===== config.mk =====
export PLATFORM = sky130hd
export DESIGN_NAME = p4_router_ingress
export DESIGN_NICKNAME = d
export VERILOG_FILES = /design/src/p4_ingress_pkg.sv /design/src/p4_router_ingress.sv /design/src/p4_ingress_arb_mux.sv /design/src/p4_ingress_port_buf.sv /design/src/p4_ingress_width_adapt.sv
export VERILOG_INCLUDE_DIRS = /design/src
export SDC_FILE = /design/constraint.sdc
export NUM_CORES = 2
export LEC_CHECK = 0
export BUFFER_PORTS_ARGS = -buffer_cell sky130_fd_sc_hd__buf_2
export CAP_MARGIN = 0
export CORE_ASPECT_RATIO = 0.75
export CORE_MARGIN = 4
export CORE_UTILIZATION = 40
export DETAILED_ROUTE_END_ITERATION = 10
export GPL_TIMING_DRIVEN = 1
export RECOVER_POWER = 50
export SYNTH_ARGS = -nofsm -noshare
export SYNTH_HDL_FRONTEND = slang
export SYNTH_SLANG_ARGS = --single-unit

===== constraint.sdc =====
create_clock -name clk -period 10.7 [get_ports clk]
set_clock_uncertainty 0.1 [all_clocks]
set_input_delay 1.07 -clock clk [delete_from_list [all_inputs] [get_ports clk]]
set_output_delay 1.07 -clock clk [all_outputs]
set_load 0.02 [all_outputs]

===== src/p4_ingress_defs.svh =====
/* Sizing of the ingress subsystem. The 8-bit ports take the lowest indices and the
   32-bit port follows them; the buffer depth must be a power of two. */

`ifndef P4_INGRESS_DEFS_SVH
`define P4_INGRESS_DEFS_SVH

//////////////////////////////////////////////////////////////////////
// Physical ports

// Narrow ports, one byte per beat
`define P4_ING_NUM_8B_PORTS   2

// Wide ports, one 32-bit word per beat
`define P4_ING_NUM_32B_PORTS  1

// Total count, also the number of arbiter inputs
`define P4_ING_NUM_PORTS      3

//////////////////////////////////////////////////////////////////////
// Converged bus and buffering

`define P4_ING_BUS_BYTES      8

// Entries are converged beats, not bytes
`define P4_ING_BUF_DEPTH      16

`endif

===== src/p4_ingress_pkg.sv =====
/* Types shared by the ingress blocks. Lane 0 of either view holds the first
   bytes received on the physical port. */

`include "p4_ingress_defs.svh"

package p4_ingress_pkg;

    // One converged data word, seen as byte lanes or as 32-bit word lanes
    typedef union packed {
        logic [`P4_ING_BUS_BYTES-1:0][7:0]    bytes;
        logic [`P4_ING_BUS_BYTES/4-1:0][31:0] words;
    } p4_beat_u;

    // Byte-valid mask, bit n covers byte lane n
    typedef logic [`P4_ING_BUS_BYTES-1:0] p4_keep_t;

    // Source port index carried on tuser
    typedef logic [$clog2(`P4_ING_NUM_PORTS)-1:0] p4_port_idx_t;

endpackage


===== src/p4_router_ingress.sv =====
/* Ingress top for two 8-bit ports and one 32-bit port on a single clock.
   Physical ports have no ready, so a full buffer drops packets and flags overflow. */

`timescale 1ns/1ns
`include "p4_ingress_defs.svh"

module p4_router_ingress
    import p4_ingress_pkg::*;
(
    input  logic                                  clk,
    input  logic                                  rst_n,

    input  logic [`P4_ING_NUM_8B_PORTS-1:0]       ing_8b_tvalid,
    input  logic [`P4_ING_NUM_8B_PORTS-1:0][7:0]  ing_8b_tdata,
    input  logic [`P4_ING_NUM_8B_PORTS-1:0]       ing_8b_tlast,

    input  logic [`P4_ING_NUM_32B_PORTS-1:0]      ing_32b_tvalid,
    input  logic [`P4_ING_NUM_32B_PORTS-1:0][31:0] ing_32b_tdata,
    input  logic [`P4_ING_NUM_32B_PORTS-1:0][3:0] ing_32b_tkeep,
    input  logic [`P4_ING_NUM_32B_PORTS-1:0]      ing_32b_tlast,

    output logic                                  out_tvalid,
    input  logic                                  out_tready,
    output p4_beat_u                              out_tdata,
    output p4_keep_t                              out_tkeep,
    output logic                                  out_tlast,
    output p4_port_idx_t                          out_tuser,

    output logic [`P4_ING_NUM_PORTS-1:0]          ing_buf_overflow
);

    localparam int n8    = `P4_ING_NUM_8B_PORTS;
    localparam int n32   = `P4_ING_NUM_32B_PORTS;
    localparam int nport = `P4_ING_NUM_PORTS;

    // Adapter outputs
    logic [nport-1:0] adp_valid;
    p4_beat_u         adp_data [nport];
    p4_keep_t         adp_keep [nport];
    logic [nport-1:0] adp_last;

    // Buffer read side
    logic [nport-1:0] buf_valid;
    logic [nport-1:0] buf_ready;
    p4_beat_u         buf_data [nport];
    p4_keep_t         buf_keep [nport];
    logic [nport-1:0] buf_last;

    //////////////////////////////////////////////////////////////////////
    // Width adapters, 8-bit ports first

    for (genvar i = 0; i < n8; i++) begin : g_adapt_8b
        p4_ingress_width_adapt #(
            .in_bytes   ( 1 )
        ) u_adapt (
            .clk        ( clk              ),
            .rst_n      ( rst_n            ),
            .in_valid   ( ing_8b_tvalid[i] ),
            .in_data    ( ing_8b_tdata[i]  ),
            .in_keep    ( 1'b1             ),
            .in_last    ( ing_8b_tlast[i]  ),
            .beat_valid ( adp_valid[i]     ),
            .beat_data  ( adp_data[i]      ),
            .beat_keep  ( adp_keep[i]      ),
            .beat_last  ( adp_last[i]      )
        );
    end

    for (genvar j = 0; j < n32; j++) begin : g_adapt_32b
        p4_ingress_width_adapt #(
            .in_bytes   ( 4 )
        ) u_adapt (
            .clk        ( clk                ),
            .rst_n      ( rst_n              ),
            .in_valid   ( ing_32b_tvalid[j]  ),
            .in_data    ( ing_32b_tdata[j]   ),
            .in_keep    ( ing_32b_tkeep[j]   ),
            .in_last    ( ing_32b_tlast[j]   ),
            .beat_valid ( adp_valid[n8+j]    ),
            .beat_data  ( adp_data[n8+j]     ),
            .beat_keep  ( adp_keep[n8+j]     ),
            .beat_last  ( adp_last[n8+j]     )
        );
    end

    //////////////////////////////////////////////////////////////////////
    // Per-port packet buffers

    for (genvar p = 0; p < nport; p++) begin : g_buf
        p4_ingress_port_buf u_buf (
            .clk        ( clk                 ),
            .rst_n      ( rst_n               ),
            .beat_valid ( adp_valid[p]        ),
            .beat_data  ( adp_data[p]         ),
            .beat_keep  ( adp_keep[p]         ),
            .beat_last  ( adp_last[p]         ),
            .rd_valid   ( buf_valid[p]        ),
            .rd_ready   ( buf_ready[p]        ),
            .rd_data    ( buf_data[p]         ),
            .rd_keep    ( buf_keep[p]         ),
            .rd_last    ( buf_last[p]         ),
            .overflow   ( ing_buf_overflow[p] )
        );
    end

    //////////////////////////////////////////////////////////////////////
    // Merge onto the converged bus

    p4_ingress_arb_mux u_arb_mux (
        .clk        ( clk        ),
        .rst_n      ( rst_n      ),
        .in_valid   ( buf_valid  ),
        .in_data    ( buf_data   ),
        .in_keep    ( buf_keep   ),
        .in_last    ( buf_last   ),
        .in_ready   ( buf_ready  ),
        .out_tvalid ( out_tvalid ),
        .out_tready ( out_tready ),
        .out_tdata  ( out_tdata  ),
        .out_tkeep  ( out_tkeep  ),
        .out_tlast  ( out_tlast  ),
        .out_tuser  ( out_tuser  )
    );

endmodule


===== src/p4_ingress_arb_mux.sv =====
/* Round-robin merge of whole packets onto the converged bus. An idle arbiter spends
   one cycle registering a grant, and tuser carries the granted port index. */

`timescale 1ns/1ns
`include "p4_ingress_defs.svh"

module p4_ingress_arb_mux
    import p4_ingress_pkg::*;
(
    input  logic                         clk,
    input  logic                         rst_n,

    input  logic [`P4_ING_NUM_PORTS-1:0] in_valid,
    input  p4_beat_u                     in_data [`P4_ING_NUM_PORTS],
    input  p4_keep_t                     in_keep [`P4_ING_NUM_PORTS],
    input  logic [`P4_ING_NUM_PORTS-1:0] in_last,
    output logic [`P4_ING_NUM_PORTS-1:0] in_ready,

    output logic                         out_tvalid,
    input  logic                         out_tready,
    output p4_beat_u                     out_tdata,
    output p4_keep_t                     out_tkeep,
    output logic                         out_tlast,
    output p4_port_idx_t                 out_tuser
);

    localparam int num_ports = `P4_ING_NUM_PORTS;

    // The grant register doubles as the last grant while idle
    p4_port_idx_t grant;
    p4_port_idx_t nxt_grant;
    logic         busy;
    logic         any_valid;

    //////////////////////////////////////////////////////////////////////
    // Next grant, first valid port after the last one

    always_comb begin
        int idx;
        nxt_grant = grant;
        // Walk from the far end so the nearest valid port wins
        for (int k = num_ports; k >= 1; k--) begin
            idx = (int'(grant) + k) % num_ports;
            if (in_valid[idx]) begin
                nxt_grant = p4_port_idx_t'(idx);
            end
        end
    end

    assign any_valid = |in_valid;

    always_ff @(posedge clk or negedge rst_n) begin
        if (!rst_n) begin
            busy  <= 1'b0;
            grant <= p4_port_idx_t'(num_ports - 1);
        end else if (!busy) begin
            if (any_valid) begin
                grant <= nxt_grant;
                busy  <= 1'b1;
            end
        end else if (out_tvalid && out_tready && out_tlast) begin
            busy <= 1'b0;
        end
    end

    //////////////////////////////////////////////////////////////////////
    // Output mux

    assign out_tvalid = busy && in_valid[grant];
    assign out_tdata  = in_data[grant];
    assign out_tkeep  = in_keep[grant];
    assign out_tlast  = in_last[grant];
    assign out_tuser  = grant;

    always_comb begin
        for (int i = 0; i < num_ports; i++) begin
            in_ready[i] = busy && out_tready && (grant == p4_port_idx_t'(i));
        end
    end

    a_tuser_held: assert property (@(posedge clk) disable iff (!rst_n)
        out_tvalid && out_tready && !out_tlast |=> out_tuser == $past(out_tuser));

    // Buffers only release committed packets, so a packet never stalls midway
    a_no_bubble: assert property (@(posedge clk) disable iff (!rst_n)
        out_tvalid && out_tready && !out_tlast |=> out_tvalid);

endmodule


===== src/p4_ingress_port_buf.sv =====
/* Whole-packet buffer of P4_ING_BUF_DEPTH converged beats. A packet that does not
   fit is dropped entirely and never becomes readable. */

`timescale 1ns/1ns
`include "p4_ingress_defs.svh"

module p4_ingress_port_buf
    import p4_ingress_pkg::*;
(
    input  logic     clk,
    input  logic     rst_n,

    input  logic     beat_valid,
    input  p4_beat_u beat_data,
    input  p4_keep_t beat_keep,
    input  logic     beat_last,

    output logic     rd_valid,
    input  logic     rd_ready,
    output p4_beat_u rd_data,
    output p4_keep_t rd_keep,
    output logic     rd_last,

    output logic     overflow
);

    localparam int depth = `P4_ING_BUF_DEPTH;
    localparam int aw    = $clog2(depth);

    p4_beat_u mem_data [depth];
    p4_keep_t mem_keep [depth];
    logic     mem_last [depth];

    // One extra bit on each pointer tells full from empty
    logic [aw:0] wr_ptr;
    logic [aw:0] cm_ptr;
    logic [aw:0] rd_ptr;
    logic [aw:0] fill;
    logic [aw:0] cm_fill;

    logic        full;
    logic        dropping;
    logic        wr_en;
    logic        drop_beat;
    logic        drop_last;

    assign fill      = wr_ptr - rd_ptr;
    assign cm_fill   = cm_ptr - rd_ptr;
    assign full      = (fill == (aw+1)'(depth));

    assign wr_en     = beat_valid && !dropping && !full;
    assign drop_beat = beat_valid && (dropping || full);
    assign drop_last = drop_beat && beat_last;

    //////////////////////////////////////////////////////////////////////
    // Storage

    always_ff @(posedge clk) begin
        if (wr_en) begin
            mem_data[wr_ptr[aw-1:0]] <= beat_data;
            mem_keep[wr_ptr[aw-1:0]] <= beat_keep;
            mem_last[wr_ptr[aw-1:0]] <= beat_last;
        end
    end

    //////////////////////////////////////////////////////////////////////
    // Pointers and drop control

    always_ff @(posedge clk or negedge rst_n) begin
        if (!rst_n) begin
            wr_ptr   <= '0;
            cm_ptr   <= '0;
            rd_ptr   <= '0;
            dropping <= 1'b0;
            overflow <= 1'b0;
        end else begin
            overflow <= drop_last;

            if (wr_en) begin
                wr_ptr <= wr_ptr + 1'b1;
                // Packet is complete and goes to the read side
                if (beat_last) begin
                    cm_ptr <= wr_ptr + 1'b1;
                end
            end else if (drop_last) begin
                // Forget the partial packet
                wr_ptr <= cm_ptr;
            end

            if (drop_last) begin
                dropping <= 1'b0;
            end else if (drop_beat) begin
                dropping <= 1'b1;
            end

            if (rd_valid && rd_ready) begin
                rd_ptr <= rd_ptr + 1'b1;
            end
        end
    end

    // Only committed beats are visible
    assign rd_valid = (rd_ptr != cm_ptr);
    assign rd_data  = mem_data[rd_ptr[aw-1:0]];
    assign rd_keep  = mem_keep[rd_ptr[aw-1:0]];
    assign rd_last  = mem_last[rd_ptr[aw-1:0]];

    a_rd_behind_commit: assert property (@(posedge clk) disable iff (!rst_n)
        cm_fill <= (aw+1)'(depth));

    // Overflow follows a finished drop with the partial packet already forgotten
    a_overflow_rewound: assert property (@(posedge clk) disable iff (!rst_n)
        overflow |-> !dropping && wr_ptr == cm_ptr);

    // A second pulse in a row needs another packet that met a full buffer
    a_overflow_pulse: assert property (@(posedge clk) disable iff (!rst_n)
        overflow |=> !overflow || $past(full));

endmodule


===== src/p4_ingress_width_adapt.sv =====
/* Packs 1- or 4-byte port beats into converged beats. The input cannot be stalled,
   and a partial keep is only legal on the beat that carries last. */

`timescale 1ns/1ns
`include "p4_ingress_defs.svh"

module p4_ingress_width_adapt
    import p4_ingress_pkg::*;
#(
    parameter int in_bytes = 1
) (
    input  logic                clk,
    input  logic                rst_n,

    input  logic                in_valid,
    input  logic [in_bytes*8-1:0] in_data,
    input  logic [in_bytes-1:0] in_keep,
    input  logic                in_last,

    output logic                beat_valid,
    output p4_beat_u            beat_data,
    output p4_keep_t            beat_keep,
    output logic                beat_last
);

    localparam int lanes  = `P4_ING_BUS_BYTES / in_bytes;
    localparam int lane_w = $clog2(lanes);

    logic [lane_w-1:0] lane_cnt;
    p4_beat_u          acc_data;
    p4_keep_t          acc_keep;
    p4_beat_u          base_data;
    p4_beat_u          nxt_data;
    p4_keep_t          nxt_keep;
    logic              emit;

    //////////////////////////////////////////////////////////////////////
    // Lane merge

    // A fresh beat starts from zero so unused lanes never carry stale bytes
    assign base_data = (lane_cnt == '0) ? '0 : acc_data;
    assign emit      = in_valid && (in_last || lane_cnt == lane_w'(lanes - 1));

    generate
        if (in_bytes == 1) begin : g_byte_lanes
            always_comb begin
                nxt_data = base_data;
                nxt_data.bytes[lane_cnt] = in_data;
            end
        end else begin : g_word_lanes
            always_comb begin
                nxt_data = base_data;
                nxt_data.words[lane_cnt] = in_data;
            end
        end
    endgenerate

    always_comb begin
        nxt_keep = (lane_cnt == '0) ? '0 : acc_keep;
        nxt_keep[lane_cnt*in_bytes +: in_bytes] = in_keep;
    end

    //////////////////////////////////////////////////////////////////////
    // Accumulator and output register

    always_ff @(posedge clk or negedge rst_n) begin
        if (!rst_n) begin
            lane_cnt   <= '0;
            acc_keep   <= '0;
            beat_valid <= 1'b0;
        end else begin
            beat_valid <= emit;
            if (emit) begin
                lane_cnt <= '0;
                acc_keep <= '0;
            end else if (in_valid) begin
                lane_cnt <= lane_cnt + 1'b1;
                acc_keep <= nxt_keep;
            end
        end
    end

    always_ff @(posedge clk) begin
        if (in_valid) begin
            acc_data <= nxt_data;
        end
        if (emit) begin
            beat_data <= nxt_data;
            beat_keep <= nxt_keep;
            beat_last <= in_last;
        end
    end

    // Only the closing beat of a packet may leave lanes empty
    a_full_keep_mid_packet: assert property (@(posedge clk) disable iff (!rst_n)
        beat_valid && !beat_last |-> &beat_keep);

endmodule


==> summary.txt <==
Run status
  – Outcome: complete, but fails checks
  – Failing checks: max-capacitance violations, max-slew violations

Synthesis
  – Top_reg_cell synth: edfxtp_1
  – Post-Synth XOR/XNOR Area: 0.00268
  – Number of synthesized flops with an enable pin: 3883
  – Largest family of logic cells by synthesized area: multiplexers
  – Syn Area/Cell: 22.9 um^2
  – Post-synth ARST share: 0.0212
  – Post-Synth Simple-Gate Area: 0.0240
  – Post-Syn Nets: 6722
  – Mux contribution to synthesized area: 0.166
  – Yosys reg bits: 3967
  – Ys Warns: 0
  – Post-synthesis compound-gate area fraction: 0.0111
  – Share of the yosys chip area belonging to registers: 0.782
  – Adder-cell share of the synthesized area: 0.00320
  – Synth Cell Area: 152000 um^2
  – Yosys cell types: 73
  – Mapped Cells: 6623

Cells and area
  – Layout net count: 7049
  – Non-filler cells, final: 12300
  – Layout overhead on the synthesized area: 12.7%
  – Share of cells above drive strength 1: 0.275
  – Number of fill cells: around 31000
  – Final core utilization: 0.454

Floorplan
  – Die H: 542 um
  – I/O pins: 140
  – Die Wd: 720 um
  – Initial Util: 0.403
  – Die ar.: roughly 390000 um^2
  – Core box area: 377000 um^2
  – # rows: ~200

STA
  – Tcrit/Tclk final: 0.628
  – RSZ-0062 raised after global routing: no
  – Worst setup margin: 3.98 ns
  – Max-slew violation count: 513
  – Min Hold Slack: approximately 0.32 ns
  – Max_slew headroom: -1.94
  – Final Hold Violating Endpoints: 0
  – Final setup viols: 0
  – Tmin final: between 6 and 7 ns
  – Slew of the pin with the lowest slew margin: 4.41 ns
  – Fmax: 149 MHz

CTS
  – CTS Sinks: 3967
  – CTS max path bufs: 4
  – Hold_buf cts: 0
  – CTS tree: yes
  – Clk Latency, worst-skew pair: about 0.9 ns
  – CTS-repair resized insts: 0
  – Root Buffer: clkbuf_16
  – Post-CTS Setup Inserts: 0
  – Clock slew at reported path FFs: 0.06 ns
  – CTS buffer count: 389
  – H-tree depth: 5

Critical path
  – CP bufs+invs: 2
  – CP top delay family: buffers and inverters
  – Crit path required time: 10.51 ns
  – Critical Path Stages: 2
  – Crit path kind: primary input to async pin
  – Worst-path cell chain: clkbuf_1 -> clkbuf_1
  – CP endpoint kind: async pin
  – Crit-path max cell delay: 2.89 ns
  – CP Data Arrival Time: 6.53 ns
  – Startpoint Class: primary input
  – Slowest CP cell: clkbuf_1
  – Worst R2R Path Depth: 10
  – CP Max Fanout: 50
  – Most Frequent Cell on Critical Path: clkbuf_1

Place
  – Inst Count DP: 11600
  – Gp weighted congestion: between 0.7 and 0.8
  – HPWL after DPL: between 200 and 250 mm
  – Buffers added on ports: 139
  – Place WS: 4.76 ns

Routing
  – Routed WL: between 300 and 400 mm
  – DRT Pass-1 Iters: 6
  – Vias per std cell: approximately 5.8
  – Routed Antenna Nets: 0
  – Drt wl/cell: 32.2 um
  – Post-route DRC: 0
  – DRT iter0 DRCs: between 9000 and 10000
  – Vias post-DR: a little over 70000

GRT
  – Vias in the first global route: 71000
  – Largest net degree at the start of global routing: 136
  – Total GRT Usage: 0.201
  – Global-route wire length before repair: approximately 560 mm
  – Initial antenna violation count: 32
  – Total global routing overflow: 0

Power and ir drop
  – P_leak: 53.7 nW
  – VDD IR max: between 0.3 and 0.4 mV
  – Power Dens Cells: roughly 260 nW/um^2

Run
  – MaxCap Viol Count: 13

Hold path
  – Hold Crit Depth: 1
  – Hold crit path type: primary input to flip-flop
final timing paths:
path                            slack, ns                              start                           endpoint
worst max-delay path                 3.98                              rst_n           g_buf[2].u_buf.rd_ptr[1]
worst min-delay path                 0.32                      ing_32b_tlast   g_adapt_32b[0].u_adapt.beat_last
worst max register to register       5.26           g_buf[1].u_buf.rd_ptr[2]     g_buf[1].u_buf.mem_data[6][58]
worst min register to register       0.42  g_adapt_8b[1].u_adapt.acc_keep[3]  g_adapt_8b[1].u_adapt.acc_keep[3]
max in group clk                     4.02           g_buf[1].u_buf.rd_ptr[0]                      out_tdata[39]
min in group asynchronous            1.59                              rst_n            g_buf[0].u_buf.overflow
placed cells by master (no fill, tap or decap), types with 17 or more instances in the layout:
master / count
diode_2: 17
buf_2: 129
and2_0: 34
mux2_1: 35
nand2b_1: 65
dfrtp_1: 74
nand3b_1: 68
clkinv_2: 75
clkinv_1: 78
buf_4: 137
nor2_1: 33
nor3_1: 19
a21oi_1: 18
o21ai_0: 94
nand3_1: 31
xnor2_1: 25
nand2_1: 392
a22oi_1: 74
mux4_2: 1091
inv_1: 54
clkbuf_1: 119
bufinv_16: 24
clkbuf_16: 396
edfxtp_1: 3883
ha_1: 38
metal layers:
metal  share of wire  global-route usage  vias to the layer above  routed length [um]
met5        0.000061                   0                        -                  24
met4           0.027              0.0532                        4               10800
met3           0.082              0.0332                      533               32400
met2            0.47               0.311                     3312              186000
met1            0.42               0.297                    39300              167000
li1                -                   -                    28500                   -
kinds of logic after synthesis:
family | Yosys count
flip-flops | 3967
multiplexers | 1154
AND/OR/NAND/NOR | 747
buffers and inverters | 420
AO/OA/AOI/OAI | 253
XOR/XNOR | 43
adder cells (fa/ha/maj) | 39
area by class of cell:
type | count | area [um^2] | share of cell area
Sequential cell | 3967 | 119000 | 0.694
Multi-Input combinational cell | 2236 | 31800 | 0.186
Clock buffer | 508 | 10400 | 0.0610
Tap cell | 5023 | 6280 | 0.0367
Timing Repair Buffer | 293 | 1920 | 0.0112
Clock inverter | 201 | 1730 | 0.0101
Inverter | 63 | 251 | 0.00147
Antenna cell | 17 | 42.5 | 0.000249
Yosys cell counts (all sizes together), types with 8 or more instances:
cell type     n  share of area
mux2i        15        0.00099
and3          8        0.00036
o32ai        12        0.00069
a21oi        18        0.00059
nand2       393         0.0097
nand3b       68         0.0034
mux4       1091           0.16
mux2         48         0.0036
buf         124         0.0037
edfxtp     3883           0.77
clkbuf      233         0.0059
nor2         51         0.0013
o21ai        96         0.0032
xnor2        25         0.0014
and2         51         0.0021
ha           38         0.0031
nand4         8        0.00033
inv          57         0.0014
nand2b       65         0.0027
nor3         35         0.0012
nor2b         8        0.00033
a22oi        74         0.0037
xor2         16        0.00092
nand3        31         0.0010
dfrtp        83          0.014
power by group:
| part | switching, mW | leakage [nW] | internal [mW] |
|---|---|---|---|
| combinational | 7.42 | 11.3 | 5.21 |
| clock | 5.75 | 5.95 | 7.46 |
| sequential | 0.875 | 36.4 | 18.2 |
state kept, by name, summed over array words and instances, names as in the netlist:
| name | flops |
|---|---|
| g_buf.u_buf.cm_ptr | 15 |
| u_arb_mux.out_tuser | 2 |
| g_adapt_8b.u_adapt.lane_cnt | 6 |
| g_adapt_8b.u_adapt.acc_data | 128 |
| g_adapt_32b.u_adapt.acc_data | 32 |
| g_adapt_8b.u_adapt.acc_keep | 16 |
| g_adapt_32b.u_adapt.beat_valid | 1 |
| g_buf.u_buf.mem_keep | 384 |
| g_adapt_8b.u_adapt.beat_valid | 2 |
| g_adapt_32b.u_adapt.lane_cnt | 1 |
| g_adapt_32b.u_adapt.beat_last | 1 |
| g_buf.u_buf.dropping | 3 |
| g_adapt_8b.u_adapt.beat_last | 2 |
| g_buf.u_buf.overflow | 3 |
| g_adapt_8b.u_adapt.beat_keep | 16 |
| g_buf.u_buf.mem_last | 48 |
| g_adapt_32b.u_adapt.acc_keep | 4 |
| g_buf.u_buf.rd_ptr | 15 |
| g_adapt_32b.u_adapt.beat_keep | 8 |
| u_arb_mux.busy | 1 |
| g_adapt_32b.u_adapt.beat_data | 64 |
| g_buf.u_buf.wr_ptr | 15 |
| g_adapt_8b.u_adapt.beat_data | 128 |
| g_buf.u_buf.mem_data | 3072 |
through the flow:
| stage | instance area [um^2] | setup TNS, ns | power [mW] |
|---|---|---|---|
| after detailed placement | 159000 | 0 | 32.2 |
| after global placement | 159000 | 0 | 32.2 |
| after CTS | 171000 | 0 | 45.4 |
| after floorplan | 152000 | -107.22 | 27.1 |
| final | 171000 | 0 | 44.9 |
| after global routing | 171000 | 0 | 46.5 |
(Power assumes the default switching activity.)
